<file path="config.mk">
export PLATFORM = sky130hd
export DESIGN_NAME = wb_addr_decode_flat
export DESIGN_NICKNAME = d
export VERILOG_FILES = /design/src/hdl/wb_pkg.sv /design/src/hdl/wb_tgt_if.sv /design/src/hdl/wb_addr_decode.sv /design/src/flat_wrapper.sv
export SDC_FILE = /design/constraint.sdc
export NUM_CORES = 1
export LEC_CHECK = 0
export BUFFER_PORTS_ARGS = -buffer_cell sky130_fd_sc_hd__buf_4
export CORE_ASPECT_RATIO = 0.6
export CORE_UTILIZATION = 21
export DETAILED_ROUTE_END_ITERATION = 10
export PLACE_DENSITY = 0.82
export SYNTH_ARGS = -nofsm -noshare
export SYNTH_HDL_FRONTEND = slang
export SYNTH_SLANG_ARGS = --single-unit
</file>
<file path="constraint.sdc">
create_clock -name vclk -period 0.8
set_input_delay 0.08 -clock vclk [all_inputs]
set_output_delay 0.08 -clock vclk [all_outputs]
set_load 0.02 [all_outputs]
</file>
<file path="src/hdl/wb_pkg.sv">
/*
   wishbone bus widths, peripheral address map and decode target enum
*/
`default_nettype none

package wb_pkg;

   localparam int WB_DW  = 16;         // data bus width
   localparam int WB_AW  = 16;         // byte address width, bit 0 ignored
   localparam int RAM_AW = 13;         // ram word address, 0x0000..0x3FFF

   // panel register byte addresses
   localparam logic [WB_AW-1:0] REG_LED  = 16'hFF00;
   localparam logic [WB_AW-1:0] REG_HEX  = 16'hFF02;
   localparam logic [WB_AW-1:0] REG_STAT = 16'hFF04;   // read-only

   // who answers the current access
   typedef enum logic [1:0]
   {
      TGT_RAM  = 2'd0,
      TGT_REG  = 2'd1,
      TGT_NONE = 2'd2                  // unmapped, zero data
   } wb_tgt_e;

endpackage

`default_nettype wire

</file>
<file path="src/hdl/wb_tgt_if.sv">
/*
   one decoded wishbone target, ctrl and tgt modports
*/
`timescale 1ns/1ps
`default_nettype none

interface wb_tgt_if;

   logic [wb_pkg::WB_AW-2:0]  adr;     // word address, byte bit dropped
   logic [wb_pkg::WB_DW-1:0]  dat_w;   // write data
   logic                      we;
   logic [1:0]                sel;     // byte lanes
   logic                      stb;     // cyc & stb & range hit
   logic [wb_pkg::WB_DW-1:0]  dat_r;   // read data from target
   logic                      ack;

   // decoder side
   modport ctrl
   (
      output adr, dat_w, we, sel, stb,
      input  dat_r, ack
   );

   // memory or register side
   modport tgt
   (
      input  adr, dat_w, we, sel, stb,
      output dat_r, ack
   );

endinterface

`default_nettype wire

</file>
<file path="src/hdl/wb_addr_decode.sv">
/*
   wishbone address decoder, qualified strobes for ram and panel registers
*/
`timescale 1ns/1ps
`default_nettype none

module wb_addr_decode
(
   input  logic [wb_pkg::WB_AW-1:0] wb_adr_i,
   input  logic [wb_pkg::WB_DW-1:0] wb_dat_i,
   input  logic                     wb_cyc_i,
   input  logic                     wb_stb_i,
   input  logic                     wb_we_i,
   input  logic [1:0]               wb_sel_i,
   output wb_pkg::wb_tgt_e          tgt_o,
   wb_tgt_if.ctrl                   ram_bus,
   wb_tgt_if.ctrl                   reg_bus
);

logic bus_stb;                         // live access
logic ram_hit;                         // lower 16K bytes
logic reg_hit;                         // one of the three panel words

assign bus_stb = wb_cyc_i & wb_stb_i;
assign ram_hit = (wb_adr_i[wb_pkg::WB_AW-1:wb_pkg::WB_AW-2] == 2'b00);
assign reg_hit = ({wb_adr_i[wb_pkg::WB_AW-1:1], 1'b0} == wb_pkg::REG_LED)
               | ({wb_adr_i[wb_pkg::WB_AW-1:1], 1'b0} == wb_pkg::REG_HEX)
               | ({wb_adr_i[wb_pkg::WB_AW-1:1], 1'b0} == wb_pkg::REG_STAT);

// idle cycles park on ram, whose ack is strobe-qualified
always_comb
begin
   tgt_o = wb_pkg::TGT_RAM;
   if (bus_stb & ~ram_hit)
      tgt_o = reg_hit ? wb_pkg::TGT_REG : wb_pkg::TGT_NONE;
end

// same request fields to both targets, only stb differs
assign ram_bus.adr   = wb_adr_i[wb_pkg::WB_AW-1:1];
assign ram_bus.dat_w = wb_dat_i;
assign ram_bus.we    = wb_we_i;
assign ram_bus.sel   = wb_sel_i;
assign ram_bus.stb   = bus_stb & ram_hit;

assign reg_bus.adr   = wb_adr_i[wb_pkg::WB_AW-1:1];
assign reg_bus.dat_w = wb_dat_i;
assign reg_bus.we    = wb_we_i;
assign reg_bus.sel   = wb_sel_i;
assign reg_bus.stb   = bus_stb & reg_hit;

endmodule

`default_nettype wire

</file>
<file path="src/flat_wrapper.sv">
// flat-port wrapper written by rule: the top's interface ports become plain ports
module wb_addr_decode_flat 
  (wb_adr_i, wb_dat_i, wb_cyc_i, wb_stb_i, wb_we_i, wb_sel_i, tgt_o, ram_bus_adr, ram_bus_dat_w, ram_bus_we, ram_bus_sel, ram_bus_stb, ram_bus_dat_r, ram_bus_ack, reg_bus_adr, reg_bus_dat_w, reg_bus_we, reg_bus_sel, reg_bus_stb, reg_bus_dat_r, reg_bus_ack);
  wb_tgt_if ram_bus_i ();
  wb_tgt_if reg_bus_i ();
  input  logic [wb_pkg::WB_AW-1:0] wb_adr_i;
  input  logic [wb_pkg::WB_DW-1:0] wb_dat_i;
  input  logic wb_cyc_i;
  input  logic wb_stb_i;
  input  logic wb_we_i;
  input  logic [1:0] wb_sel_i;
  output wb_pkg::wb_tgt_e tgt_o;
  output wire logic [$bits(ram_bus_i.adr)-1:0] ram_bus_adr;
  output wire logic [$bits(ram_bus_i.dat_w)-1:0] ram_bus_dat_w;
  output wire logic [$bits(ram_bus_i.we)-1:0] ram_bus_we;
  output wire logic [$bits(ram_bus_i.sel)-1:0] ram_bus_sel;
  output wire logic [$bits(ram_bus_i.stb)-1:0] ram_bus_stb;
  input wire logic [$bits(ram_bus_i.dat_r)-1:0] ram_bus_dat_r;
  input wire logic [$bits(ram_bus_i.ack)-1:0] ram_bus_ack;
  output wire logic [$bits(reg_bus_i.adr)-1:0] reg_bus_adr;
  output wire logic [$bits(reg_bus_i.dat_w)-1:0] reg_bus_dat_w;
  output wire logic [$bits(reg_bus_i.we)-1:0] reg_bus_we;
  output wire logic [$bits(reg_bus_i.sel)-1:0] reg_bus_sel;
  output wire logic [$bits(reg_bus_i.stb)-1:0] reg_bus_stb;
  input wire logic [$bits(reg_bus_i.dat_r)-1:0] reg_bus_dat_r;
  input wire logic [$bits(reg_bus_i.ack)-1:0] reg_bus_ack;
  assign ram_bus_adr = ram_bus_i.adr;
  assign ram_bus_dat_w = ram_bus_i.dat_w;
  assign ram_bus_we = ram_bus_i.we;
  assign ram_bus_sel = ram_bus_i.sel;
  assign ram_bus_stb = ram_bus_i.stb;
  assign ram_bus_i.dat_r = ram_bus_dat_r;
  assign ram_bus_i.ack = ram_bus_ack;
  assign reg_bus_adr = reg_bus_i.adr;
  assign reg_bus_dat_w = reg_bus_i.dat_w;
  assign reg_bus_we = reg_bus_i.we;
  assign reg_bus_sel = reg_bus_i.sel;
  assign reg_bus_stb = reg_bus_i.stb;
  assign reg_bus_i.dat_r = reg_bus_dat_r;
  assign reg_bus_i.ack = reg_bus_ack;
  wb_addr_decode u_core (.wb_adr_i(wb_adr_i), .wb_dat_i(wb_dat_i), .wb_cyc_i(wb_cyc_i), .wb_stb_i(wb_stb_i), .wb_we_i(wb_we_i), .wb_sel_i(wb_sel_i), .tgt_o(tgt_o), .ram_bus(ram_bus_i), .reg_bus(reg_bus_i));
endmodule
</file>
==> flow_summary.yaml, run 1 <==
synth:
  netlist.top_cell.by_area: "buf_4"
  synth_compound_area_frac: 0.01471
  synth_cell_types: 10
  synthTopCellsByArea: "buf_4, nand4b_1, and4bb_1"
  synth_simple_gate_area_frac: 0.1282
  yosys_warnings: 0
  synth_seq_area_share: 0
  synth-xor-area-share: 0
  synth_top_family_by_area: "buffers and inverters"
  synth_top_area_share: 0.8571
  syn_area_um2: 595.6
  synthAdderAreaFrac: 0
  syn_nets: 152
  synth_area_per_cell_um2: 7.353
  syn_inst: 81
  synth.mux.area_fraction: 0
grt:
  grt_pass1_vias: 335
  grt.overflow.total: 0
  track_usage: 0.08333
  antenna_found_initial: 0
  grt_start_max_net_pins: 5
  grt_pass1_wl_um: 1904
power:
  peakVddDrop_mv: 0.1112
  total_leakage_power_nw: 0.3772
  power.density_nw_per_um2: 610.4
setup_path:
  crit_path_top_delay_cell: "and4bb_1"
  critical_path_class: "in -> out"
  cp.required_ns: 0.72
  crit_path_max_fanout: 2
  crit_arrival_ns: 1.10
  critical-path-top-delay-family: "simple AND/OR/NAND/NOR gates"
  path_common_cell: "buf_4"
  slowest_delay_ns: 0.30
  crit_path_end_kind: "output pin"
  start_kind: "input pin"
  crit_path_cell_trace: "buf_6, and4bb_1, nand4b_1, buf_4, nor4_4, buf_4"
  cp_num_buf_inv: 3
status:
  status: "finished with violations"
  violations: "design-rule violations, negative setup slack"
sta:
  max_freq_mhz: 845.1
  maxSlewViolCount: 0
  holdWs_ns: 0.1600
  fin_crit_ns: 1.183
  tns_ns: -1.064
  max_slew.worst_pin.slew_ns: 0.2801
  finalHoldViolCount: 0
  setup_viol: 3
  timing.final.crit_share: 1.479
  maxSlewHeadroom: 0.8123
  rsz0062_at_grt: "true"
  fin_ws_ns: -0.3833
detailed_routing:
  drtIter0Drc: 7
  wire_per_inst_um: 13.35
  drc: 6
  num_vias: 403
  vias_per_cell: 3.566
  drtPass1Iterations: 6
  final_antenna_net_count: 0
  wirelength_um: 1509
finish:
  finalInstanceArea_um2: 681.9
  seq_cell_count: 0
  antenna_cells: 0
  seqCellArea_um2: 0
  area.growth.synth_to_final_pct: 14.50
  drive_gt1_frac: 0.8765
  num-fill-cells: 292
  nClkBuffers: 0
  nNetsFinal: 154
die:
  initial_core_util: 0.2297
  rows: 14
  num_io_pins: 143
  die_h_um: 43.25
  core_um2: 2592
  die_x_um: 70.75
  die-area_um2: 3060
placement:
  gp_congestion: 0.6366
  io_buffers: 51
  post_dp_cell_area_um2: 633.1
worst_hold_path:
  hp-class: "in -> out"
clock_tree:
  hold_buffers: 0
job:
  maxCapViolations: 0
[per-layer routing]
| metal | up-vias | GRT usage | wire length [um] |
|---|---|---|---|
| li1 | 192 | - | - |
| met1 | 177 | 0.06470 | 392 |
| met2 | 30 | 0.1731 | 847 |
| met3 | 4 | 0.04988 | 226 |
| met4 | 0 | 0.02400 | 43 |
| met5 | - | 0 | 0 |
[where the power goes]
group	switching, W	total [W]	leakage [nW]	internal, W
combinational	0.000197	0.000416	0.377	0.000219
clock	0	0	0	0
sequential	0	0	0	0
total	0.000197	0.000416	0.377	0.000219
[kinds of logic after synthesis]
kind of cell,count (synthesis)
AOI/OAI and AO/OA,1
and+or+nand+nor,12
buffers and inverters,68
[cells in the mapped netlist]
library cell / instances
and4bb_1: 1
buf_4: 68
nand2_1: 2
nand3b_1: 1
nand4b_1: 2
nor2_1: 2
nor3_1: 1
nor4_1: 2
o31a_1: 1
or2_1: 1
[area by class of cell]
cell class	instances	area, um^2	share of cell area
multi-input combinational	13	120.1	0.1761
tap	32	40.04	0.05872
timing repair buffer	68	521.8	0.7651
[placed cells by master, fill, tap and decap left out, drive strengths merged]
master / synthesis / layout
and4bb: 1 / 1
buf: 68 / 68
nand2: 2 / 2
nand3b: 1 / 1
nand4b: 2 / 2
nor2: 2 / 2
nor3: 1 / 1
nor4: 2 / 2
o31a: 1 / 1
or2: 1 / 1
[path summary, 6_finish.rpt]
check / from / to / slack [ns] / cells past startpoint
worst max-delay path: wb_adr_i[4] / tgt_o[0] / -0.38 / 6
worst min-delay path: wb_we_i / ram_bus_we / 0.16 / 0
[metrics by stage]
stage / worst slack (ns) / total power (W) / utilization / cells
6_report: -0.3833 / 0.0004162 / 0.2630 / 113
5_1_grt: -0.4167 / 0.0004396 / 0.2630 / 113
4_1_cts: -0.3765 / 0.0004100 / 0.2514 / 112
3_5_place_dp: -0.4114 / 0.0004035 / 0.2442 / 111
3_3_place_gp: -0.3707 / 0.0004019 / 0.2442 / 111
2_1_floorplan: -0.1813 / 0.0005237 / - / 81
[repair_timing]
action	4_1_cts	5_1_grt
buffers inserted	1	1
endpoints found under the setup margin	3	4
pin swaps	2	3
resized for setup	3	3
No activity file was read; power rests on OpenSTA's default activity.
==> inputs of run 2 (changes only) <==
--- a/config.mk
+++ b/config.mk
@@ -7,9 +7,9 @@
 export LEC_CHECK = 0
 export BUFFER_PORTS_ARGS = -buffer_cell sky130_fd_sc_hd__buf_4
 export CORE_ASPECT_RATIO = 0.6
-export CORE_UTILIZATION = 21
+export CORE_UTILIZATION = 23
 export DETAILED_ROUTE_END_ITERATION = 10
-export PLACE_DENSITY = 0.82
+export PLACE_DENSITY = 0.85
 export SYNTH_ARGS = -nofsm -noshare
 export SYNTH_HDL_FRONTEND = slang
 export SYNTH_SLANG_ARGS = --single-unit
==> constraint.sdc (replaced) <==
create_clock -name vclk -period 1.1
set_input_delay 0.11 -clock vclk [all_inputs]
set_output_delay 0.11 -clock vclk [all_outputs]
set_load 0.02 [all_outputs]
==> run 2 against run 1 <==
Against the previous run:
- the flow finishes with violations (negative setup slack)
- first-iteration DRC count increased by 110%
- setup slack improved by 0.31 ns
- core utilization decreased by 1.9 points
- highest routed layer is now met3
==> flow_summary.yaml, run 2 (same netlist as run 1, synthesis figures left out) <==
sta:
  rsz0062_at_grt: "true"
  setup_viol: 3
  finalHoldViolCount: 0
  max_slew.worst_pin.slew_ns: 0.2215
  maxSlewHeadroom: 0.8510
  fin_ws_ns: -0.06875
  timing.final.crit_share: 1.063
  fin_crit_ns: 1.169
  max_freq_mhz: 855.6
  maxSlewViolCount: 0
placement:
  post_dp_cell_area_um2: 535.5
  gp_congestion: 0.6471
  io_buffers: 51
  place_ws_ns: -0.1369
finish:
  mostFrequentLayoutCell: "buf_4"
  antenna_cells: 0
  area.growth.synth_to_final_pct: -5.882
  nClkBuffers: 0
  seq_cell_count: 0
  final_cell_mix: "buf_4, buf_6, nor2_1, nand2_1, nand4b_1"
  drive_gt1_frac: 0.8261
  seqCellArea_um2: 0
  finalInstanceArea_um2: 560.5
  nNetsFinal: 142
setup_path:
  critical_path_class: "in -> out"
  path_common_cell: "buf_6"
  cp.required_ns: 0.99
  slowest_delay_ns: 0.30
  crit_arrival_ns: 1.06
  start_kind: "input pin"
  critical-path-top-delay-family: "simple AND/OR/NAND/NOR gates"
  crit_path_end_kind: "output pin"
  crit_path_top_delay_cell: "o31a_1"
  cp_num_buf_inv: 2
  crit_path_max_fanout: 3
  crit_path_cell_trace: "buf_6, and4bb_1, nand4b_1, o31a_1, buf_6"
grt:
  grt_start_max_net_pins: 4
  grt.overflow.total: 0
  track_usage: 0.08993
  grt_pass1_wl_um: 1938
  grt_pass1_vias: 332
  antenna_found_initial: 0
detailed_routing:
  vias_per_cell: 3.535
  drtPass1Iterations: 2
  wirelength_um: 1376
  drc: 0
  final_antenna_net_count: 0
  wire_per_inst_um: 13.90
  num_vias: 350
  drtIter0Drc: 15
status:
  status: "finished with violations"
  violations: "negative setup slack"
die:
  rows: 13
  die_x_um: 67.70
  die-area_um2: 2804
  num_io_pins: 143
  core_um2: 2293
  die_h_um: 41.42
  initial_core_util: 0.2597
power:
  total_leakage_power_nw: 0.2982
  power.density_nw_per_um2: 478.1
  p_total_w: 0.0002680
  peakVddDrop_mv: 0.07856
worst_hold_path:
  hp-class: "in -> out"
clock_tree:
  hold_buffers: 0
job:
  maxCapViolations: 0
==> run 2: metal layers <==
layer  GRT usage  share of wire  vias up  routed length, um
met5           0              0        -                  0
met4     0.01277              0        0                  0
met3     0.07692           0.16        0                221
met2      0.1604           0.59       27                817
met1     0.07630           0.24      156                337
li1            -              -      167                  -
==> run 2: layout make-up <==
type	count	area, um^2
Fill cell	247	1733
Multi-Input combinational cell	13	91.34
Tap cell	30	37.54
Timing Repair Buffer	56	431.7
==> run 2: worst paths after layout <==
path                     start                 to  depth (start not counted)
hold / removal    wb_dat_i[13]  reg_bus_dat_w[13]                          0
setup / recovery   wb_adr_i[3]           tgt_o[1]                          5
==> run 2: repair_timing <==
item | CTS | global route
setup endpoints to repair | 3 | 3
resized for setup | 4 | 0
setup buffers | 1 | 0
pin swaps | 1 | 0
==> run 2: power breakdown <==
group | internal, W | switching (W) | leakage (nW)
Sequential | 0 | 0 | 0
Clock | 0 | 0 | 0
Combinational | 0.000134 | 0.000134 | 0.298
Total | 0.000134 | 0.000134 | 0.298
==> run 2: stage by stage <==
step                      utilization  instances  hold slack [ns]  setup TNS (ns)
after floorplan                     -         81           0.3031         -0.2766
after global placement         0.2335         98           0.2202         -0.1937
after detailed placement       0.2335         98           0.2202         -0.2885
after CTS                      0.2444         99           0.2202         -0.1757
after global routing           0.2444         99           0.2201         -0.2700
final                          0.2444         99           0.2200         -0.1191
