==> config.mk <==
export PLATFORM = sky130hd
export DESIGN_NAME = hex_scan
export DESIGN_NICKNAME = d
export VERILOG_FILES = /design/src/hdl/panel_pkg.sv /design/src/hdl/hex_scan.sv
export SDC_FILE = /design/constraint.sdc
export NUM_CORES = 1
export LEC_CHECK = 0
export ABC_AREA = 1
export BUFFER_PORTS_ARGS = -buffer_cell sky130_fd_sc_hd__buf_2
export CAP_MARGIN = 20
export CORE_MARGIN = 3
export CORE_UTILIZATION = 50
export CTS_BUF_LIST = sky130_fd_sc_hd__clkbuf_8
export CTS_CLUSTER_DIAMETER = 150
export DETAILED_ROUTE_END_ITERATION = 8
export PLACE_DENSITY = 0.79
export SLEW_MARGIN = 20
export SYNTH_ARGS = -nofsm -noshare
export SYNTH_HDL_FRONTEND = slang
export SYNTH_SLANG_ARGS = --single-unit
==> constraint.sdc <==
create_clock -name sys_clk_p -period 2.2 [get_ports sys_clk_p]
set_input_delay 0.22 -clock sys_clk_p [delete_from_list [all_inputs] [get_ports sys_clk_p]]
set_output_delay 0.22 -clock sys_clk_p [all_outputs]
set_load 0.05 [all_outputs]
==> src/hdl/panel_pkg.sv <==
/*
   front panel constants, tick dividers, debounce length,
   scan state enum and hex to seven-segment table
*/
`default_nettype none

package panel_pkg;

   localparam int US_DIV = 10;         // 10 MHz clock -> 1 us
   localparam int MS_DIV = 1000;       // us ticks per ms tick
   localparam int DEB_MS = 4;          // low samples before toggle

   typedef enum logic [1:0]
   {
      SCAN_D0 = 2'd0,
      SCAN_D1 = 2'd1,
      SCAN_D2 = 2'd2
   } scan_e;

   // bit 0 = seg a ... bit 6 = seg g, active high
   localparam logic [6:0] SEG_CODE [16] = '{
      7'h3F, 7'h06, 7'h5B, 7'h4F, 7'h66, 7'h6D, 7'h7D, 7'h07,
      7'h7F, 7'h6F, 7'h77, 7'h7C, 7'h39, 7'h5E, 7'h79, 7'h71
   };

endpackage

`default_nettype wire

==> src/hdl/hex_scan.sv <==
/*
   three digit seven-segment scanner, hex to segment conversion
*/
`timescale 1ns/1ps
`default_nettype none

module hex_scan
(
   input  logic         sys_clk_p,
   input  logic         rst_n_i,
   input  logic         ms_tick_i,
   input  logic [11:0]  hex_val_i,     // three nibbles, D0 lowest
   output logic [7:0]   hex_o,         // active low, bit 7 = dp
   output logic [2:0]   hsel_o         // active low digit select
);

panel_pkg::scan_e state_q;
panel_pkg::scan_e state_d;
logic [3:0]       nib;                 // nibble of next digit
logic [2:0]       sel_d;

// one step per ms tick, D0 D1 D2 D0
always_comb
begin
   state_d = state_q;
   if (ms_tick_i)
   begin
      case (state_q)
         panel_pkg::SCAN_D0: state_d = panel_pkg::SCAN_D1;
         panel_pkg::SCAN_D1: state_d = panel_pkg::SCAN_D2;
         default:            state_d = panel_pkg::SCAN_D0;
      endcase
   end
end

// outputs follow the next state so they switch with it
always_comb
begin
   case (state_d)
      panel_pkg::SCAN_D1:
      begin
         nib   = hex_val_i[7:4];
         sel_d = 3'b101;
      end
      panel_pkg::SCAN_D2:
      begin
         nib   = hex_val_i[11:8];
         sel_d = 3'b011;
      end
      default:
      begin
         nib   = hex_val_i[3:0];
         sel_d = 3'b110;
      end
   endcase
end

always_ff @(posedge sys_clk_p or negedge rst_n_i)
begin
   if (!rst_n_i)
   begin
      state_q <= panel_pkg::SCAN_D0;
      hsel_o  <= 3'b110;
      hex_o   <= {1'b1, ~panel_pkg::SEG_CODE[0]};  // zero shown
   end
   else
   begin
      state_q <= state_d;
      hsel_o  <= sel_d;
      hex_o   <= {1'b1, ~panel_pkg::SEG_CODE[nib]};  // dp off
   end
end

endmodule

`default_nettype wire

==> flow_results.org, run 1 <==
** Floorplanning
- In this run the vertical extent of the chip is 46.0 µm.
- After floorplanning, the core was sized to cover 1400 µm².
- After floorplanning, the core was divided into 13 placement rows.
- The floorplan step defined a die boundary enclosing 2120 µm².
- Count of boundary I/O pins :: 26
- Measured along the x axis, the die boundary spans 46.0 µm.
- Initial Utilization :: 0.572

** Cells and area
- Number of fill cells in the layout :: 119
- Fin area :: 1010 µm²
- Register cell area after layout :: 304 µm²
- Leading cell types in the layout, fill and taps excluded :: sky130_fd_sc_hd__nand2_1 (35), sky130_fd_sc_hd__buf_2 (24), sky130_fd_sc_hd__nand3_1 (15)
- From synthesis to final layout, the design area changed by 26.3%.
- The library cell used most frequently in the layout, excluding fill and tap cells, is sky130_fd_sc_hd__nand2_1.
- In the final layout, the share of cells above drive strength 1 is 0.351.
- The number of antenna diodes in the final layout is 0.
- Final layout net count :: 156
- The multi-input combinational cells in the finished layout cover a total of 439 µm².

** Worst setup path
- Crit path required time :: 2.33 ns
- Maximum single-stage delay on the critical path :: 0.35 ns
- Number of buffer and inverter stages on the critical path :: 2
- Cell-by-cell listing of the critical path :: nand2_1 > nand2_1 > nand2_1 > ha_1 > inv_2 > or2_2 > nand2_4 > inv_1 > ha_1 > nand3_1 > nand2_1 > nand2_1 > nand2_1
- At the worst endpoint, the arrival time is 2.19 ns.
- Worst setup EP type :: register
- The critical path is of the reg2reg type.
- In this design, the critical path's most frequently occurring cell is sky130_fd_sc_hd__nand2_1.
- The worst setup path is launched from a register.
- Worst-path cell with the longest stage delay :: sky130_fd_sc_hd__dfrtp_1
- Highest fanout seen on the critical path :: 8
- In this design, the largest share of critical-path delay is due to simple AND/OR/NAND/NOR gates.

** Detailed routing
- In the routed design, unresolved DRC markers number 0.
- The detailed router placed 696 vias in this run.
- In the routed layout, each cell is associated on average with a via count of 4.77.
- Wire length after detailed routing :: 1.50 mm
- TritonRoute pass-1 iters :: 7
- Initial drt markers :: 28
- Mean routed wirelength per cell :: 10.3 µm
- Remaining antenna violation count after routing :: 0

** Timing
- Aggregate negative setup slack :: 0 ns
- Dividing the final minimum period by the clock period gives 0.939.
- Final Max Slew Viols :: 0
- The count of final hold-check violations is 0.
- Maximum clock frequency :: 0.484 GHz
- Setup violations remaining at the end of the flow were counted as 0.
- Final critical path time including I/O delays and setup :: 2.06 ns
- Across the routed clock network, the largest skew measured is 0.000595 ns.
- Setup repair after global routing left no endpoint under its margin.

** Synth
- Synthesized area :: 801 µm²
- Average instance area after synthesis :: 7.85 µm²
- The share of the Yosys chip area taken by registers is 0.380.
- Synthesis produced a netlist with a net count of 126.
- In the synthesized netlist, the number of instances is 102.
- During synthesis, Yosys emitted a total of 0 warnings.
- After synthesis the netlist holds a flip-flop and latch count of 12.
- Synthesis instantiated 19 different standard cells from the library.

** Clocking
- The clock net in this run drives a total of 12 sinks.
- Counting along the longest clock path gives a buffer depth of 2.
- Maximum level of the CTS H-tree :: 1
- TritonCTS built the clock tree.
- After clock tree synthesis, the clock-pin slew on the worst setup and hold paths is 0.05 ns.
- CTS placed an instance of sky130_fd_sc_hd__clkbuf_8 at the clock tree root.
- Counting the buffers created by CTS gives 3.
- Clock Latency Late Sink :: 0.23 ns

** Placement
- Buffers placed on the I/O ports in this run total 24.
- Instance area at placement :: 928 µm²
- Routability Congestion :: 0.848
- Final HPWL from detailed placement :: 1.17 mm

** GRT
- Number of antenna violations at the first check in global routing :: 0
- In the global route stage, overall resource usage came out at 0.156.
- Grt ovf :: 0
- Pin count of the biggest net entering global routing :: 13
- The number of global-route vias before repair was 573.
- Global-route wire length before repair :: 2.39 mm

** Job
- Count of max-cap constraint violations :: 0

** Worst hold path
- Worst min path class :: in2reg

** Status
- The run finished with clean final reports.
==> timing repair <==
item | in CTS | in global routing
setup buffers | 0 | 1
setup endpoints to repair | 0 | 7
gates resized for setup | 0 | 3
hold endpoints to repair | 9 | 0
hold buffers | 1 | 0
==> path summary, 6_finish.rpt <==
check / depth (start not counted) / to / slack, ns / startpoint
min reg2reg: 3 / state_q[0] / 0.59 / state_q[1]
min: 4 / state_q[0] / 0.32 / ms_tick_i
max: 13 / hex_o[5] / 0.14 / state_q[0]
max reg2reg: 13 / hex_o[5] / 0.14 / state_q[0]
min in group asynchronous: 2 / state_q[1] / 0.38 / rst_n_i
max in group asynchronous: 2 / hsel_o[1] / 1.55 / rst_n_i
==> Yosys cell counts (all sizes together) <==
master	n	share of area
or2	3	0.023
o21ai	2	0.017
conb	1	0.0047
dfrtp	9	0.28
nand3b	1	0.0094
nand2	41	0.22
ha	9	0.14
buf	2	0.023
inv	13	0.061
dfstp	3	0.098
nand3	16	0.11
nor2	2	0.0094
==> tightest hold or removal path, stage by stage <==
cell and delay (ns):
sky130_fd_sc_hd__buf_2 0.10, sky130_fd_sc_hd__nand2_1 0.07, sky130_fd_sc_hd__nand2_1 0.08, sky130_fd_sc_hd__nor2_2 0.05
==> flip-flops by register name (all words and copies together) (netlist names) <==
register / flops
hex_o: 7
hsel_o: 3
state_q: 2
==> through the flow <==
step	setup WS, ns	instances	hold slack [ns]	util
finish	0.135	146	0.316	0.723
global route	0.00186	146	0.345	0.723
CTS	0.0267	145	0.310	0.710
detailed placement	0.0561	140	0.105	0.664
global placement	0.134	140	0.101	0.664
floorplan	0.199	102	-0.0756	-
==> area by class of cell <==
type / count / share of cell area
Tap cell: 15 / 0.0186
Sequential cell: 12 / 0.301
Inverter: 13 / 0.0483
Multi-Input combinational cell: 75 / 0.434
Timing Repair Buffer: 27 / 0.144
Clock buffer: 4 / 0.0545
==> logic make-up (layout without fill, tap and decap cells) <==
kind of cell,Yosys count,count (layout),synth area share
and+or+nand+nor,63,63,0.373
buffers and inverters,15,44,0.0844
DFF,12,12,0.380
adders and majority gates,9,9,0.141
AOI/OAI and AO/OA,2,2,0.0172
other,1,1,0.00468
==> routing by layer <==
metal / track usage / vias up / wire length (µm)
li1: - / 370 / -
met1: 0.204 / 294 / 686
met3: 0.0237 / 4 / 91
met4: 0.0682 / 0 / 31
met5: 0 / - / 0
met2: 0.250 / 28 / 694
Power of run 1 is left out: the tool's default activity adds up to more than one toggle a clock period on the data nets, which glitch-free logic cannot reach.
==> run 2, diff against run 1 <==
ABC_AREA = unset   (was 1)
ABC_CLOCK_PERIOD_IN_PS = 2200   (was unset)
==> flow_results.org, run 2 <==
** Timing
- Final setup violation count :: 0
- Fraction of the cycle the final worst path needs :: 0.949
- Final setup skew :: 0.00521 ns
- Setup slack on the critical path of the routed design comes to 0.113 ns.
- Derived from the worst setup path, the maximum achievable clock frequency is 0.479 GHz.
- Count of final hold-check violations :: 0
- Summed over all failing endpoints, the final setup total negative slack is 0 ns.
- Final critical path time including I/O delays and setup :: 2.09 ns
- Final hold analysis gives a worst-case slack of 0.344 ns.
- The number of pins exceeding their max-slew limit in the final report is 0.

** Clocking
- TritonCTS built the clock tree.
- The clock net in this run drives a total of 12 sinks.
- Clock slew seen by the registers of the worst setup and hold paths :: 0.05 ns
- At the later pin of the worst-skew pair, clock insertion delay measures 0.24 ns.
- Maximum buffer depth of the clock tree :: 2
- Clock Tree Root :: sky130_fd_sc_hd__clkbuf_8
- Maximum level of the CTS H-tree :: 1
- Counting the buffers created by CTS gives 3.

** Worst setup path
- The kind of cell with the highest combined delay along the critical path is multiplexers.
- Along the worst path, the maximum fanout reaches 5.
- Number of buffer and inverter stages on the critical path :: 2
- The critical path is of the reg2reg type.
- Startpoint types :: register
- The critical path goes through mux2_2 > inv_2 > ha_4 > a22oi_1 > o21ai_4 > inv_1 > ha_1 > mux2_4 > o21ai_2.
- Maximum single-stage delay on the critical path :: 0.38 ns
- The slowest stage of the critical path belongs to the cell sky130_fd_sc_hd__mux2_2.
- The worst setup path is captured at a register.
- At the worst endpoint, the required time is 2.37 ns.
- STA puts the critical path data arrival time at 2.26 ns.

** Synth
- The share of synthesized area in the top cell type comes to 0.275.
- Leading register cell type out of synthesis :: sky130_fd_sc_hd__dfrtp_1
- Of the synthesized area, sequential elements account for 0.371.
- Average instance area after synthesis :: 10.6 µm²
- In the synthesized netlist, the cells that appear most often are sky130_fd_sc_hd__dfrtp_1 (9), sky130_fd_sc_hd__ha_1 (9), sky130_fd_sc_hd__inv_1 (9), sky130_fd_sc_hd__mux2i_1 (8), sky130_fd_sc_hd__nand2_1 (6).
- Async SR Flop Fraction :: 1.00
- After synthesis, the netlist uses 30 different library cells.
- In this run, synthesis produced a sequential element count of 12.
- Sorting the synthesized cells by area gives the leading types as sky130_fd_sc_hd__dfrtp_1 (27%), sky130_fd_sc_hd__ha_1 (14%), sky130_fd_sc_hd__mux2i_1 (9.8%).
- Synthesized area :: 820 µm²
- Dominant cell type by area after synthesis :: sky130_fd_sc_hd__dfrtp_1
- Number of synthesized flops with an enable pin :: 0
- The number of nets in the synthesized netlist is 101.
- Synthesis handed over a netlist of 77 instances.
- Yosys printed 0 warnings.

** Placement
- Worst setup slack after placement :: 0.0600 ns
- Routability Congestion :: 0.865
- Number of port buffers :: 24
- Final HPWL from detailed placement :: 1.27 mm
- Number of cells in the design after placement :: 118

** GRT
- The first global-routing pass estimated 2.53 mm of wire.
- Pin count of the biggest net entering global routing :: 13
- Number of antenna violations at the first check in global routing :: 0
- Overall track demand over capacity in global routing :: 0.164
- Number of global-route vias before repair :: 605
- Summed over all layers, the global routing overflow is 0.

** Detailed routing
- Across all layers, the routed design uses 665 vias.
- Remaining antenna violation count after routing :: 0
- In this run, the number of DRC markers left after iteration 0 of detailed routing was 7.
- TritonRoute pass-1 iters :: 4
- In the final routed layout, each cell accounts on average for 12.5 µm.
- The final layout contains routed wiring with a total length of 1.57 mm.
- In the routed layout, each cell is associated on average with a via count of 5.32.
- For this run, design rule violations remaining after detail routing come to 0.

** Cells and area
- Leaving out fill and tap cells, the most frequent cell in the layout is sky130_fd_sc_hd__buf_2.
- At the end of the flow, the number of nets in the layout was 135.
- The finished layout holds 125 standard cells, fillers aside.
- Area used by multi-input combinational logic :: 500 µm²
- Number of fill cells in the layout :: 104
- Biggest register :: hex_o
- The register with the most flip-flops in the layout has 7 of them.
- Layout Area Growth over Synthesis :: 32.4%
- Of the cells placed in the final design, the portion with a size suffix greater than 1 is 0.473.
- The top cell types in the final layout, fill and taps aside, are sky130_fd_sc_hd__buf_2 (24), sky130_fd_sc_hd__dfrtp_1 (9), sky130_fd_sc_hd__inv_1 (8), sky130_fd_sc_hd__mux2i_1 (8), sky130_fd_sc_hd__buf_4 (7).
- Largest registers :: hex_o x7, hsel_o x3, state_q x2
- In the final layout, flip-flops and latches occupy 304 µm².
- Number of inserted diodes :: 0

** Floorplanning
- The floorplan has 13 rows.
- Die X :: 46.5 µm
- For this design the top-level I/O count stands at 26.
- Die Height :: 46.5 µm
- The core region is 1420 µm².
- Area of the die :: 2160 µm²
- The initial utilization of the core area, before any placement, comes to 0.579.

** Worst hold path
- Worst min path class :: in2reg

** Job
- Count of max-cap constraint violations :: 0

** Status
- Status :: finished, final reports clean
==> run 2: changes by cell type in the layout (fill, tap and decap cells not counted), sizes merged, moves of 3 or more <==
cell | before | now
a22oi | 0 | 4
buf | 26 | 31
inv | 13 | 10
mux2 | 0 | 3
mux2i | 0 | 8
nand2 | 41 | 6
nand3 | 16 | 1
o21ai | 2 | 5
o22ai | 0 | 4
==> run 2: final timing paths <==
path	from	depth (start not counted)	to	slack, ns
max in group asynchronous	rst_n_i	2	hsel_o[1]	1.55
worst max-delay path	state_q[1]	9	hex_o[1]	0.11
worst min-delay path	ms_tick_i	2	state_q[0]	0.34
worst min register to register	state_q[0]	1	state_q[0]	0.62
min in group asynchronous	rst_n_i	2	hex_o[4]	0.38
worst max register to register	state_q[1]	9	hex_o[1]	0.11
==> run 2: final cells by class <==
| type | count | share of cell area |
|---|---|---|
| Sequential cell | 12 | 0.280 |
| Clock inverter | 1 | 0.00346 |
| Timing Repair Buffer | 32 | 0.168 |
| Inverter | 9 | 0.0311 |
| Tap cell | 15 | 0.0173 |
| Clock buffer | 3 | 0.0381 |
| Multi-Input combinational cell | 53 | 0.461 |
==> run 2: repair_timing <==
action                                 CTS  global route
hold buffers                             1             0
buffers inserted                         0             2
setup endpoints to repair                0             6
endpoints found under the hold margin    9             0
resized for setup                        0             7
==> run 2: cells by family (layout without fill, tap and decap cells) <==
logic type      count (synthesis)  in the layout  synth area share
other cells                     1              1           0.00458
compound gates                 20             20             0.198
flops                          12             12             0.371
simple gates                   10             10            0.0534
mux                            11             11             0.144
buf+inv                        12             45            0.0702
xor+xnor                        2              2            0.0214
fa+ha+maj                       9              9             0.137
==> run 2: per-stage QoR <==
stage               area (µm²)   util
floorplan                  850      -
global placement          1000  0.706
detailed placement        1000  0.706
CTS                       1050  0.745
global route              1080  0.767
finish                    1080  0.767
==> run 2: worst register-to-register path, cell delays in order, from the launching register on <==
cell,delay (ns)
sky130_fd_sc_hd__dfrtp_1,0.35
sky130_fd_sc_hd__mux2_2,0.38
sky130_fd_sc_hd__inv_2,0.08
sky130_fd_sc_hd__ha_4,0.14
sky130_fd_sc_hd__a22oi_1,0.09
sky130_fd_sc_hd__o21ai_4,0.21
sky130_fd_sc_hd__inv_1,0.08
sky130_fd_sc_hd__ha_1,0.31
sky130_fd_sc_hd__mux2_4,0.28
sky130_fd_sc_hd__o21ai_2,0.10
==> run 2: metal layers <==
metal | track usage | share of wire
met5 | 0 | 0
met4 | 0.0682 | 0.022
met3 | 0.0352 | 0.062
met2 | 0.275 | 0.47
met1 | 0.200 | 0.44
Power of run 2 is left out for the same reason.
