$ cat src/hdl/panel_pkg.sv
/*
   front panel constants, tick dividers, debounce length,
   scan state enum and hex to seven-segment table
*/
`default_nettype none

package panel_pkg;

   localparam int US_DIV = 10;         // 10 MHz clock -> 1 us
   localparam int MS_DIV = 1000;       // us ticks per ms tick
   localparam int DEB_MS = 4;          // low samples before toggle

   typedef enum logic [1:0]
   {
      SCAN_D0 = 2'd0,
      SCAN_D1 = 2'd1,
      SCAN_D2 = 2'd2
   } scan_e;

   // bit 0 = seg a ... bit 6 = seg g, active high
   localparam logic [6:0] SEG_CODE [16] = '{
      7'h3F, 7'h06, 7'h5B, 7'h4F, 7'h66, 7'h6D, 7'h7D, 7'h07,
      7'h7F, 7'h6F, 7'h77, 7'h7C, 7'h39, 7'h5E, 7'h79, 7'h71
   };

endpackage

`default_nettype wire

$ cat src/hdl/wb_pkg.sv
/*
   wishbone bus widths, peripheral address map and decode target enum
*/
`default_nettype none

package wb_pkg;

   localparam int WB_DW  = 16;         // data bus width
   localparam int WB_AW  = 16;         // byte address width, bit 0 ignored
   localparam int RAM_AW = 13;         // ram word address, 0x0000..0x3FFF

   // panel register byte addresses
   localparam logic [WB_AW-1:0] REG_LED  = 16'hFF00;
   localparam logic [WB_AW-1:0] REG_HEX  = 16'hFF02;
   localparam logic [WB_AW-1:0] REG_STAT = 16'hFF04;   // read-only

   // who answers the current access
   typedef enum logic [1:0]
   {
      TGT_RAM  = 2'd0,
      TGT_REG  = 2'd1,
      TGT_NONE = 2'd2                  // unmapped, zero data
   } wb_tgt_e;

endpackage

`default_nettype wire

$ cat src/hdl/wb_tgt_if.sv
/*
   one decoded wishbone target, ctrl and tgt modports
*/
`timescale 1ns/1ps
`default_nettype none

interface wb_tgt_if;

   logic [wb_pkg::WB_AW-2:0]  adr;     // word address, byte bit dropped
   logic [wb_pkg::WB_DW-1:0]  dat_w;   // write data
   logic                      we;
   logic [1:0]                sel;     // byte lanes
   logic                      stb;     // cyc & stb & range hit
   logic [wb_pkg::WB_DW-1:0]  dat_r;   // read data from target
   logic                      ack;

   // decoder side
   modport ctrl
   (
      output adr, dat_w, we, sel, stb,
      input  dat_r, ack
   );

   // memory or register side
   modport tgt
   (
      input  adr, dat_w, we, sel, stb,
      output dat_r, ack
   );

endinterface

`default_nettype wire

$ cat src/hdl/panel_regs.sv
/*
   panel registers led, hex and status, us/ms tick prescaler,
   debounced button toggles
*/
`timescale 1ns/1ps
`default_nettype none

module panel_regs
(
   input  logic         sys_clk_p,
   input  logic         rst_n_i,
   input  logic [1:0]   button_n_i,    // active low
   wb_tgt_if.tgt        bus,
   output logic [5:0]   led_o,
   output logic [11:0]  hex_val_o,
   output logic         ms_tick_o,
   output logic         us_tick_o,
   output logic         timer_en_o,
   output logic         slow_en_o
);

logic                                  ack_q;
logic                                  wr_en;
logic [5:0]                            led_q;
logic [11:0]                           hex_q;
logic [1:0]                            btn_s1;    // button sync stages
logic [1:0]                            btn_s2;
logic [$clog2(panel_pkg::US_DIV)-1:0]  us_cnt;
logic [$clog2(panel_pkg::MS_DIV)-1:0]  ms_cnt;
logic                                  us_tick_q;
logic                                  ms_tick_q;
wire  [1:0]                            tog;       // 0 timer, 1 slow

// one cycle ack, cleared when the master drops stb
assign bus.ack = ack_q & bus.stb;
assign wr_en   = bus.stb & bus.we & ack_q;  // commit on acking edge

always_ff @(posedge sys_clk_p or negedge rst_n_i)
begin
   if (!rst_n_i)
   begin
      ack_q <= 1'b0;
      led_q <= '0;
      hex_q <= '0;
   end
   else
   begin
      ack_q <= bus.stb & ~ack_q;
      if (wr_en)
      begin
         case (bus.adr[1:0])           // word offset in panel block
            2'd0:
            begin
               if (bus.sel[0])
                  led_q <= bus.dat_w[5:0];
            end
            2'd1:
            begin
               if (bus.sel[0])
                  hex_q[7:0] <= bus.dat_w[7:0];
               if (bus.sel[1])
                  hex_q[11:8] <= bus.dat_w[11:8];
            end
            default:
            begin
               // status is read-only, write just acks
            end
         endcase
      end
   end
end

always_comb
begin
   case (bus.adr[1:0])
      2'd0:    bus.dat_r = {10'b0, led_q};
      2'd1:    bus.dat_r = {4'b0, hex_q};
      2'd2:    bus.dat_r = {12'b0, btn_s2, tog};  // levels, slow, timer
      default: bus.dat_r = '0;
   endcase
end

// us prescaler and ms counter of us ticks
always_ff @(posedge sys_clk_p or negedge rst_n_i)
begin
   if (!rst_n_i)
   begin
      us_cnt    <= '0;
      ms_cnt    <= '0;
      us_tick_q <= 1'b0;
      ms_tick_q <= 1'b0;
      btn_s1    <= 2'b11;              // released
      btn_s2    <= 2'b11;
   end
   else
   begin
      btn_s1    <= button_n_i;
      btn_s2    <= btn_s1;
      us_tick_q <= (us_cnt == panel_pkg::US_DIV-1);
      ms_tick_q <= 1'b0;
      if (us_cnt == panel_pkg::US_DIV-1)
         us_cnt <= '0;
      else
         us_cnt <= us_cnt + 1'b1;
      if (us_tick_q)
      begin
         if (ms_cnt == panel_pkg::MS_DIV-1)
         begin
            ms_cnt    <= '0;
            ms_tick_q <= 1'b1;         // every MS_DIV us ticks
         end
         else
            ms_cnt <= ms_cnt + 1'b1;
      end
   end
end

// per button, flip once after DEB_MS low samples, rearm on a high sample
for (genvar i = 0; i < 2; i++)
begin : g_deb
   logic [$clog2(panel_pkg::DEB_MS):0] cnt_q;
   logic                               armed_q;
   logic                               tog_q;

   always_ff @(posedge sys_clk_p or negedge rst_n_i)
   begin
      if (!rst_n_i)
      begin
         cnt_q   <= '0;
         armed_q <= 1'b1;
         tog_q   <= 1'b0;
      end
      else if (ms_tick_q)
      begin
         if (btn_s2[i])
         begin
            cnt_q   <= '0;             // released
            armed_q <= 1'b1;
         end
         else if (armed_q)
         begin
            if (cnt_q == panel_pkg::DEB_MS-1)
            begin
               tog_q   <= ~tog_q;
               armed_q <= 1'b0;        // hold-off until release
               cnt_q   <= '0;
            end
            else
               cnt_q <= cnt_q + 1'b1;
         end
      end
   end

   assign tog[i] = tog_q;
end

assign led_o      = led_q;
assign hex_val_o  = hex_q;
assign us_tick_o  = us_tick_q;
assign ms_tick_o  = ms_tick_q;
assign timer_en_o = tog[0];
assign slow_en_o  = tog[1];

endmodule

`default_nettype wire

$ cat src/flat_wrapper.sv
// flat-port wrapper written by rule: the top's interface ports become plain ports
module panel_regs_flat 
  (sys_clk_p, rst_n_i, button_n_i, led_o, hex_val_o, ms_tick_o, us_tick_o, timer_en_o, slow_en_o, bus_adr, bus_dat_w, bus_we, bus_sel, bus_stb, bus_dat_r, bus_ack);
  wb_tgt_if bus_i ();
  input  logic sys_clk_p;
  input  logic rst_n_i;
  input  logic [1:0] button_n_i;
  output logic [5:0] led_o;
  output logic [11:0] hex_val_o;
  output logic ms_tick_o;
  output logic us_tick_o;
  output logic timer_en_o;
  output logic slow_en_o;
  input wire logic [$bits(bus_i.adr)-1:0] bus_adr;
  input wire logic [$bits(bus_i.dat_w)-1:0] bus_dat_w;
  input wire logic [$bits(bus_i.we)-1:0] bus_we;
  input wire logic [$bits(bus_i.sel)-1:0] bus_sel;
  input wire logic [$bits(bus_i.stb)-1:0] bus_stb;
  output wire logic [$bits(bus_i.dat_r)-1:0] bus_dat_r;
  output wire logic [$bits(bus_i.ack)-1:0] bus_ack;
  assign bus_i.adr = bus_adr;
  assign bus_i.dat_w = bus_dat_w;
  assign bus_i.we = bus_we;
  assign bus_i.sel = bus_sel;
  assign bus_i.stb = bus_stb;
  assign bus_dat_r = bus_i.dat_r;
  assign bus_ack = bus_i.ack;
  panel_regs u_core (.sys_clk_p(sys_clk_p), .rst_n_i(rst_n_i), .button_n_i(button_n_i), .bus(bus_i), .led_o(led_o), .hex_val_o(hex_val_o), .ms_tick_o(ms_tick_o), .us_tick_o(us_tick_o), .timer_en_o(timer_en_o), .slow_en_o(slow_en_o));
endmodule
$ cat config.mk
export PLATFORM = sky130hd
export DESIGN_NAME = panel_regs_flat
export DESIGN_NICKNAME = d
export VERILOG_FILES = /design/src/hdl/panel_pkg.sv /design/src/hdl/wb_pkg.sv /design/src/hdl/wb_tgt_if.sv /design/src/hdl/panel_regs.sv /design/src/flat_wrapper.sv
export SDC_FILE = /design/constraint.sdc
export NUM_CORES = 1
export LEC_CHECK = 0
export ABC_AREA = 1
export BUFFER_PORTS_ARGS = -buffer_cell sky130_fd_sc_hd__buf_2
export CORE_MARGIN = 3
export CORE_UTILIZATION = 30
export DETAILED_ROUTE_END_ITERATION = 8
export PLACE_DENSITY = 0.52
export SYNTH_ARGS = -nofsm -noshare
export SYNTH_HDL_FRONTEND = slang
export SYNTH_SLANG_ARGS = --single-unit
$ cat constraint.sdc
create_clock -name sys_clk_p -period 2.5 [get_ports sys_clk_p]
set_clock_uncertainty 0.15 [all_clocks]
set_input_delay 0.125 -clock sys_clk_p [delete_from_list [all_inputs] [get_ports sys_clk_p]]
set_output_delay 0.125 -clock sys_clk_p [all_outputs]
set_load 0.005 [all_outputs]
==> key figures, run 1 <==
Status
  – Status: finished clean

Final layout
  – # diodes: 0
  – Layout Nets: 381
  – Multi-input logic area: about 850 um^2
  – Share of cells above drive strength 1: roughly 25%
  – Area growth from synthesis to layout: 27.63%
  – Filler Cells Inserted: 765
  – Storage cell area: between 0.001 and 0.0015 mm^2

Floorplan
  – Core Footprint: between 0.007 and 0.008 mm^2
  – Die width: 93.75 um
  – Die Y: roughly 94 um
  – Area of the die: 0.008788 mm^2
  – Num rows: 31
  – Initial Util: a little under a third
  – Io pins: 78

Power
  – PwrDens: between 500 and 600 mW/mm^2
  – Seq pwr share: 51.7%
  – Comb pwr share: 15.3%
  – Internal power: 1322 uW
  – VDD IR-drop max: 0.2388 mV
  – Clock share of power: 33.0%
  – Tot Pwr: between 1500 and 2000 uW
  – Sw Share: 24.39%
  – P_sw: approximately 430 uW
  – Leakage: 0.001518 uW

Detailed routing
  – Initial DRC count: 80
  – Via Count: 1873
  – DRC violations left: 0
  – Overall routed net length: 4824 um
  – Remaining antenna violation count: 0
  – DR pass1 iterations: 4
  – DR vias/cell: 4.267
  – Post-detailed-route wirelength per cell: 10.99 um

STA
  – RSZ-0062 raised after global routing: false
  – Max_slew headroom: 57.39%
  – Tightest Pin Transition: 0.6357 ns
  – Crit share post-route: 66.79%
  – Min Clock Period, post-route: 1.670 ns
  – Endpoints failing setup: 0
  – Final setup TNS: 0 ns
  – Final Max Tran Viols: 0
  – Hold Violations, Final: 0
  – Max Clk Rate: 0.5989 GHz

Global routing
  – Total congestion overflow: 0
  – Vias in the first global route: 1827
  – Total global-route track usage: a little under an eighth
  – First-pass GRT wire length: 8314 um
  – Initial antenna violation count: 0
  – Largest net degree at the start of global routing: 50

Synthesis
  – Count leader, synth: nand2_1
  – Synth Flop Type: dfrtp_1
  – Post-synthesis sequential area ratio: 53.41%
  – Syn Inst Count: approximately 260
  – Post-synth top area cell: dfrtp_1
  – #FFs+latches synth: 49
  – EDFF count, synth: 0
  – Mapped cell area: around 0.0023 mm^2
  – Avg Inst Size Synth: 8.749 um^2
  – Top-area cell type share of the netlist area: between 40% and 50%
  – Syn. warnings: 0
  – Most frequent cells after synthesis: 55 x nand2_1, 43 x dfrtp_1, 43 x inv_1
  – Ranking of synthesized cells by area: dfrtp_1 47%, nand2_1 8.9%, inv_1 7.0%
  – Synth unique cells: 30
  – Post-synth ARST share: between 90% and 100%

Clock network
  – PostCTS Resize Cnt: 0
  – Root buffer cell: clkbuf_8
  – Total CTS buffers: 5
  – CTS tree: done
  – H-tree Lvls: 2
  – Reg clk slew, reported paths: 0.09 ns
  – Largest buffer count on any clock path: 2
  – Sinks on Clock Net: roughly 50
  – Clk_lat worst skew: 0.29 ns

Worst setup path
  – CP Max Fanout: 12
  – Worst EP required: 2.49 ns
  – Crit path capture type: flip-flop
  – Crit start category: primary input
  – CP Class: primary input to flip-flop
  – Worst path arrival time: 1.66 ns

Job
  – Maxcap violations: 0

Hold path
  – Hold Path Class: primary input to flip-flop

Place
  – # port buffers: 56
  – Routability cong.: 0.7954
  – Detailed Place HPWL: about 3500 um
-- path summary, 6_finish.rpt --
kind                                  start             endpoint  slack, ns  cells past startpoint
setup reg to reg               u_core.ack_q      u_core.led_o[5]       0.93                      5
setup / recovery                    bus_stb      u_core.led_o[5]       0.83                      7
min in group asynchronous           rst_n_i      u_core.led_o[2]       0.30                      3
hold reg to reg            u_core.btn_s1[1]     u_core.btn_s2[1]       0.22                      0
max in group asynchronous           rst_n_i      u_core.led_o[4]       1.48                      3
hold / removal                   bus_sel[1]  u_core.hex_val_o[9]       0.11                      4
-- power by group through the flow --
stage                     Sequential, uW  Combinational [uW]  Clock (uW)
after floorplan                      924                 106           0
after global placement               917                 254           0
final                                904                 268         577
after global routing                 915                 307         637
after CTS                            905                 274         606
after detailed placement             920                 254           0
-- critical path: stages --
cell and delay [ns]:
dlygate4sd3_1 0.52, buf_2 0.10, nand2_1 0.04, inv_1 0.07
nand2_2 0.11, nor3_2 0.51, o21ai_0 0.19
-- routing by layer --
metal	part of all wire, %	GRT usage, %
met1	49	16.21
met2	45	18.63
met4	0.50	2.166
met3	5.6	2.885
met5	0	0
-- metrics by stage --
stage,setup slack (ns),instances,cell area [um^2],hold WS (ns),utilization (%)
floorplan,1.210,267,2321,-0.3206,-
global placement,0.9264,415,2671,0.08127,36.25
detailed placement,0.9166,415,2671,0.08116,36.25
CTS,0.8109,439,2948,0.1065,40.00
global route,0.6958,439,2948,0.1284,40.00
finish,0.8303,439,2948,0.1104,40.00
-- timing repair --
item | 4_1_cts | 5_1_grt
endpoints found under the hold margin | 64 | 0
buffers inserted | 0 | 0
hold buffers | 16 | 0
setup endpoints to repair | 0 | 0
-- cells by family (layout without fill, tap and decap cells) --
kind of cell	count (synthesis)	in the layout	share of synthesized area [%]
compound gates	38	38	9.805
xor+xnor	6	6	2.275
fa+ha+maj	3	3	1.625
buf+inv	54	127	10.13
flops	49	49	53.41
other cells	1	4	0.1624
simple gates	113	113	22.59
-- cell usage in the layout, fill, tap and decap left out --
cell type	n
clkbuf_8	6
bufinv_16	1
or2_2	1
buf_4	1
o22ai_1	2
xor2_1	5
nor3_4	1
buf_2	56
nor3_2	2
xnor2_1	1
o221ai_1	4
a31oi_1	1
ha_1	3
nand3b_1	2
inv_2	3
dfrtp_1	43
conb_1	4
dfstp_2	6
nand4_1	5
inv_1	43
o21ai_2	2
nand2_4	1
a32o_1	2
o21ai_0	20
nand2_2	4
a21oi_1	7
nor3_1	5
nor3b_4	1
nor2_1	27
clkbuf_1	1
dlygate4sd3_1	16
nand3_1	9
nand2_1	55
-- flip-flops by register name, indices dropped and copies added (netlist names), 2 cells and up --
register and count:
u_core.btn_s1 2, u_core.btn_s2 2, u_core.g_deb.armed_q 2, u_core.g_deb.cnt_q 6, u_core.hex_val_o 12, u_core.led_o 6
u_core.ms_cnt 10, u_core.us_cnt 4
-- final cells by class --
type,instances,share of cell area (%)
clock inverter,1,1.019
timing repair buffer,73,15.20
sequential,49,41.85
inverter,46,5.857
clock buffer,7,2.929
tap,99,4.202
multi-input combinational,164,28.95
(Power assumes the default switching activity.)
==> run 2, diff against run 1 <==
--- a/config.mk
+++ b/config.mk
@@ -10,7 +10,7 @@
 export CORE_MARGIN = 3
 export CORE_UTILIZATION = 30
 export DETAILED_ROUTE_END_ITERATION = 8
-export PLACE_DENSITY = 0.52
+export PLACE_DENSITY = 0.54
 export SYNTH_ARGS = -nofsm -noshare
 export SYNTH_HDL_FRONTEND = slang
 export SYNTH_SLANG_ARGS = --single-unit
==> constraint.sdc (replaced) <==
create_clock -name sys_clk_p -period 1.4 [get_ports sys_clk_p]
set_clock_uncertainty 0.15 [all_clocks]
set_input_delay 0.07 -clock sys_clk_p [delete_from_list [all_inputs] [get_ports sys_clk_p]]
set_output_delay 0.07 -clock sys_clk_p [all_outputs]
set_load 0.005 [all_outputs]
==> run 2 against run 1 <==
Against the previous run: wire length grew 5.5%; critical path type is now flip-flop to output port; worst hold slack gained 0.029 ns; clock power grew 80%; design area grew 5.6%; non-clock buffer count grew 14; global-route usage is essentially flat; die area is the same; power grew 81%; largest power group unchanged.
==> key figures, run 2 (synthesis results as in run 1) <==
Global routing
  – Vias in the first global route: 1887 (+3.3%)
  – First-pass GRT wire length: 8280 um (-0.41%)
  – Met3 usage: 2.965% (+0.080 points)
  – Total congestion overflow: 0 (unchanged)
  – M1 GR Usage: 14.79% (-1.4 points)
  – Largest net degree at the start of global routing: 50 (unchanged)
  – Initial antenna violation count: 0 (unchanged)
  – Total global-route track usage: 11.64% (-0.034 points)
  – Grt met2 use: 19.57% (+0.95 points)
  – Grt peak-use layer: met2

Worst setup path
  – Top Family by Delay on Critical Path: flip-flops
  – CP cell instances: nand3_2 > o221ai_2 > buf_2
  – Worst path arrival time: 1.14 ns (-0.52 ns)
  – Crit start category: flip-flop
  – Slowest stage cell, crit path: dfstp_2
  – CP bufs+invs: 1 (-2)
  – CP Class: flip-flop to output port
  – Worst R2R Setup Slack: 0.04 ns (-0.89 ns)
  – Crit path capture type: output port
  – Delay of the slowest critical-path stage: 0.58 ns (+0.06 ns)
  – Worst EP required: 1.18 ns (-1.31 ns)
  – CP Max Fanout: 4 (-8)

Power
  – PwrDens: 1019 mW/mm^2 (+72%)
  – Leakage: 0.001605 uW (+5.7%)
  – VDD IR-drop max: 0.4239 mV (+78%)

Floorplan
  – Core Footprint: 0.007370 mm^2 (unchanged)
  – Die width: 93.75 um (unchanged)
  – Io pins: 78 (unchanged)
  – Initial Util: 31.34% (unchanged)
  – Num rows: 31 (unchanged)
  – Area of the die: 0.008788 mm^2 (unchanged)
  – Die Y: 93.75 um (unchanged)

Clock network
  – Clk_lat worst skew: 0.29 ns (about the same)
  – CTS tree: done
  – Sinks on Clock Net: 49 (unchanged)
  – Largest buffer count on any clock path: 2 (unchanged)
  – H-tree Lvls: 2 (unchanged)
  – Reg clk slew, reported paths: 0.09 ns (about the same)
  – Total CTS buffers: 5 (unchanged)
  – Root buffer cell: clkbuf_8

Place
  – Routability cong.: 0.8123 (+2.1%)
  – Detailed Place HPWL: 3639 um (+4.3%)
  – # port buffers: 56 (unchanged)

Detailed routing
  – Via Count: 1991 (+6.3%)
  – Post-detailed-route wirelength per cell: 11.23 um (+2.2%)
  – DR vias/cell: 4.395 (+3.0%)
  – DRC violations left: 0 (unchanged)
  – DR pass1 iterations: 4 (unchanged)
  – Overall routed net length: 5088 um (+5.5%)
  – Remaining antenna violation count: 0 (unchanged)
  – Initial DRC count: 79 (-1.3%)

Hold path
  – Hold Path Class: primary input to async pin

Job
  – Maxcap violations: 0 (unchanged)

Final layout
  – Commonest non-fill, non-tap cells in the layout: 56 x buf_2, 54 x nand2_1, 43 x inv_1, 43 x dfrtp_1, 26 x nor2_1
  – Share of cells above drive strength 1: 30.51% (+5.5 points)
  – Max FFs per register: 12 (unchanged)
  – Core occupancy in the finished layout: 42.22% (+2.2 points)
  – Area growth from synthesis to layout: 34.72%
  – Layout Nets: 395 (+3.7%)
  – Commonest non-fill, non-tap cell in the layout: buf_2
  – # diodes: 0 (unchanged)

STA
  – Endpoints failing setup: 0 (unchanged)
  – Final Max Tran Viols: 0 (unchanged)
  – RSZ-0062 raised after global routing: true
  – Crit share post-route: 97.49%
  – Max Clk Rate: 0.7327 GHz
  – Hold WS: 0.1396 ns (+0.02919 ns)
  – Hold Violations, Final: 0 (unchanged)
  – Min Clock Period, post-route: 1.365 ns

Status
  – Status: finished clean
-- run 2: cell types whose count changed in the layout (fill, tap and decap cells not counted), sizes merged --
| cell | previous run | this run |
|---|---|---|
| buf | 57 | 71 |
-- run 2: cell type report --
type | instances | area [um^2]
Fill cell | 766 | 4258
Sequential cell | 49 | 1234
Multi-Input combinational cell | 164 | 899.6
Timing Repair Buffer | 87 | 565.5
Inverter | 46 | 172.7
Tap cell | 99 | 123.9
Clock buffer | 7 | 86.33
Clock inverter | 1 | 30.03
-- run 2: layer usage --
layer / up-vias / wire, um
met3: 5 / 315
met1: 927 / 2299
met4: 0 / 55
li1: 1007 / -
met2: 52 / 2418
met5: - / 0
-- run 2: final timing paths --
kind,cells past startpoint,end,from
setup / recovery,3,bus_dat_r[3],u_core.btn_s2[1]
hold / removal,3,u_core.hex_val_o[3],rst_n_i
setup reg to reg,7,u_core.ms_cnt[7],u_core.ms_cnt[0]
hold reg to reg,0,u_core.btn_s2[0],u_core.btn_s1[0]
max in group asynchronous,3,u_core.btn_s1[1],rst_n_i
min in group sys_clk_p,4,u_core.hex_val_o[8],bus_sel[1]
-- run 2: worst min-delay path, stage by stage --
cell,delay (ns)
dlygate4sd3_1,0.52
buf_2,0.12
buf_12,0.25
-- run 2: where the power goes --
group / switching (uW) / internal [uW] / total, uW
Sequential: 64.9 / 1550 / 1610
Combinational: 270 / 249 / 520
Clock: 457 / 583 / 1040
Total: 792 / 2380 / 3170
-- run 2: what timing repair did --
item                                    4_1_cts  5_1_grt
buffers inserted                              1        4
resized for setup                             5        6
hold buffers                                 16        0
endpoints found under the setup margin        5       18
gates cloned                                  0        0
hold endpoints to repair                     70        0
pin swaps                                     2        6
-- run 2: stage by stage --
stage                      TNS (ns)  instance area, um^2  setup slack [ns]  cells  total power, uW
after floorplan                   0                 2321            0.1100    267             1839
after global routing        -0.7983                 3112           -0.1457    453             3352
after global placement            0                 2751           0.02668    424             2100
final                             0                 3112           0.03518    453             3171
after detailed placement   -0.01065                 2751          -0.01065    424             2107
after CTS                 -0.007708                 3054         -0.003892    449             3206
==> run 3, diff against run 2 <==
--- a/config.mk
+++ b/config.mk
@@ -5,7 +5,6 @@
 export SDC_FILE = /design/constraint.sdc
 export NUM_CORES = 1
 export LEC_CHECK = 0
-export ABC_AREA = 1
 export BUFFER_PORTS_ARGS = -buffer_cell sky130_fd_sc_hd__buf_2
 export CORE_MARGIN = 3
 export CORE_UTILIZATION = 30
==> run 3 against run 2 <==
Against the previous run: the flow now finishes with violations (negative setup slack); clock power down 19%; via count shrank 6.5%; maximum frequency shrank 8.7%; sequential share of layout area fell by 3.1 points; wire length grew 3.2%; design area rose by 8.7%; register-to-register slack got worse by 0.13 ns; power is 8.8% lower; combinational power down 10%; synthesized cell count is 26% lower; critical endpoint is now u_core.led_o[3].
==> key figures, run 3 <==
Synthesis
  – Multiplexer share of the synthesized area: 12.39% (+12 points)
  – Count leader, synth: dfrtp_1
  – EDFF count, synth: 0 (unchanged)
  – Post-synthesis compound-gate area fraction: 10.27% (+0.47 points)
  – #FFs+latches synth: 49 (unchanged)
  – Syn. warnings: 0 (unchanged)
  – Top-area cell type share of the netlist area: 46.74% (+0.15 points)
  – Largest family of logic cells by synthesized area: simple AND/OR/NAND/NOR gates
  – Ranking of synthesized cells by area: dfrtp_1 47%, dfstp_2 6.8%, mux2_2 5.9%
  – Mapped cell area: 0.002302 mm^2 (-0.33%)
  – Synth unique cells: 44 (+47%)
  – Post-Synth XOR/XNOR Area: 1.902% (-0.37 points)
  – Most frequent cells after synthesis: 43 x dfrtp_1, 15 x nand2_1, 12 x mux2_2, 12 x o21ai_0, 10 x inv_1
  – Syn Inst Count: 195 (-26%)
  – Post-synth top area cell: dfrtp_1
  – Post-synth ARST share: 100.0% (unchanged)
  – Synth Flop Type: dfrtp_1
  – Synthesized-area fraction occupied by adder cells: 1.630% (+0.0053 points)
  – Post-synthesis sequential area ratio: 53.59% (+0.17 points)
  – Simple-gate area share of the yosys netlist: 15.82% (-6.8 points)
  – Avg Inst Size Synth: 11.81 um^2 (+35%)

STA
  – Max Clk Rate: 0.6690 GHz (-8.7%)
  – Hold Violations, Final: 0 (unchanged)
  – Hold WS: 0.03809 ns (-0.1015 ns)
  – RSZ-0062 raised after global routing: true
  – PnR worst setup slack: -0.09466 ns (-0.1298 ns)
  – Crit share post-route: 106.8% (+9.3 points)
  – Min Clock Period, post-route: 1.495 ns (+0.1298 ns)
  – Endpoints failing setup: 23 (+23)
  – Final Max Tran Viols: 0 (unchanged)

Detailed routing
  – Via Count: 1862 (-6.5%)
  – Remaining antenna violation count: 0 (unchanged)
  – Overall routed net length: 5253 um (+3.2%)
  – DR pass1 iterations: 4 (unchanged)
  – DR vias/cell: 4.564 (+3.8%)
  – DRC violations left: 0 (unchanged)
  – Post-detailed-route wirelength per cell: 12.88 um (+15%)
  – Initial DRC count: 47 (-41%)

Worst setup path
  – CP cell instances: nand4_4 > or3_4 > mux2_4
  – CP Class: flip-flop to flip-flop
  – Slowest stage cell, crit path: or3_4
  – Crit path capture type: flip-flop
  – Delay of the slowest critical-path stage: 0.41 ns (-0.17 ns)
  – CP Max Fanout: 6 (+2)
  – Worst EP required: 1.45 ns (+0.27 ns)
  – Worst path arrival time: 1.54 ns (+0.40 ns)
  – Crit start category: flip-flop

Floorplan
  – Io pins: 78 (unchanged)
  – Core Footprint: 0.007331 mm^2 (-0.53%)
  – Initial Util: 31.40% (+0.063 points)
  – Area of the die: 0.008761 mm^2 (-0.31%)
  – Die Y: 93.60 um (-0.15%)
  – Num rows: 31 (unchanged)
  – Die width: 93.60 um (-0.15%)

Place
  – Cells after DPL: 372 (-12%)
  – Detailed Place HPWL: 3752 um (+3.1%)
  – Routability cong.: 0.7467 (-8.1%)
  – # port buffers: 56 (unchanged)

Global routing
  – First-pass GRT wire length: 8514 um (+2.8%)
  – Largest net degree at the start of global routing: 27 (-46%)
  – Total global-route track usage: 12.21% (+0.56 points)
  – Initial antenna violation count: 0 (unchanged)
  – Total congestion overflow: 0 (unchanged)
  – Vias in the first global route: 1770 (-6.2%)

Job
  – Maxcap violations: 0 (unchanged)

Final layout
  – # diodes: 0 (unchanged)
  – Commonest non-fill, non-tap cells in the layout: 56 x buf_2, 41 x dfrtp_1, 35 x buf_4, 18 x mux2_4, 16 x dlygate4sd3_1
  – Area growth from synthesis to layout: 46.96%
  – Non-Filler Instances: 408 (-9.9%)
  – Core occupancy in the finished layout: 46.15% (+3.9 points)
  – Max FFs per register: 12 (unchanged)
  – Share of cells above drive strength 1: 48.87% (+18 points)
  – Commonest non-fill, non-tap cell in the layout: buf_2
  – Layout Nets: 350 (-11%)

Clock network
  – Root buffer cell: clkbuf_8
  – H-tree Lvls: 2 (unchanged)
  – Reg clk slew, reported paths: 0.10 ns (about the same)
  – Largest buffer count on any clock path: 2 (unchanged)
  – CTS tree: done
  – Total CTS buffers: 5 (unchanged)
  – Clk_lat worst skew: 0.30 ns (about the same)
  – Sinks on Clock Net: 49 (unchanged)

Status
  – Status: finished with violations
  – Violated checks: negative setup slack

Power
  – Leakage: 0.001620 uW (+0.89%)
  – VDD IR-drop max: 0.3356 mV (-21%)
  – PwrDens: 855.0 mW/mm^2 (-16%)

Hold path
  – Hold Path Class: primary input to async pin
[run 3: cell types whose count changed after synthesis, moves of 7 or more]
cell / before / now
o21ai_0: 20 / 12
inv_1: 43 / 10
mux2_2: 0 / 12
nand2_1: 55 / 15
and2_1: 0 / 7
nor2_1: 27 / 2
[run 3: kinds of logic after synthesis]
kind of cell	Yosys count
XOR/XNOR	5
buffers and inverters	18
other	1
flip-flops	49
adder cells (fa/ha/maj)	3
AND/OR/NAND/NOR	59
AO/OA/AOI/OAI	36
multiplexers	24
[run 3: critical path, delay by kind of cell, from the launching register on]
kind / cells / cell delay (ns)
flip-flops: 1 / 0.40
AND/OR/NAND/NOR: 2 / 0.52
multiplexers: 1 / 0.32
[run 3: layout make-up]
cell class                      count  area (um^2)
Tap cell                           99        123.9
Fill cell                         693         3948
Clock inverter                      2        15.01
Clock buffer                        6        72.57
Inverter                           10        37.54
Timing Repair Buffer              111        757.0
Sequential cell                    49         1236
Multi-Input combinational cell    131         1141
[run 3: what timing repair did]
action / 4_1_cts / 5_1_grt
endpoints found under the setup margin: 31 / 33
gates resized for setup: 24 / 17
hold buffers: 16 / 0
pin swaps: 7 / 8
cloned: 0 / 0
buffers inserted: 10 / 2
hold endpoints to repair: 64 / 0
[run 3: final timing paths]
path	from	endpoint	slack, ns	cells after the start
max	u_core.ack_q	u_core.led_o[3]	-0.09	3
min	rst_n_i	u_core.hex_val_o[5]	0.04	2
max reg2reg	u_core.ack_q	u_core.led_o[3]	-0.09	3
min reg2reg	u_core.btn_s1[1]	u_core.btn_s2[1]	0.21	0
max in group asynchronous	rst_n_i	u_core.btn_s1[0]	0.50	3
min in group sys_clk_p	bus_sel[1]	u_core.hex_val_o[8]	0.13	3
[run 3: metrics by stage]
stage | cell area (um^2) | worst slack (ns) | setup TNS (ns) | total power [uW]
after floorplan | 2330 | -0.1055 | -1.350 | 1783
after global placement | 2889 | -0.1818 | -2.035 | 1995
after detailed placement | 2889 | -0.2286 | -2.816 | 2003
after CTS | 3297 | -0.1245 | -1.985 | 2925
after global routing | 3383 | -0.1474 | -3.100 | 3059
final | 3383 | -0.09466 | -1.587 | 2893
[run 3: power breakdown]
| part | switching (uW) | leakage, uW | total [uW] | internal [uW] |
|---|---|---|---|---|
| clock | 489 | 0.0000374 | 842 | 353 |
| combinational | 174 | 0.000953 | 466 | 293 |
| sequential | 71.2 | 0.000629 | 1580 | 1510 |
[run 3: per-layer routing]
metal	vias up	global-route usage, %	part of all wire (%)
met1	915	16.50	47
li1	910	-	-
met3	4	2.896	4.6
met4	0	3.610	0.84
met2	33	19.48	48
met5	-	0	0
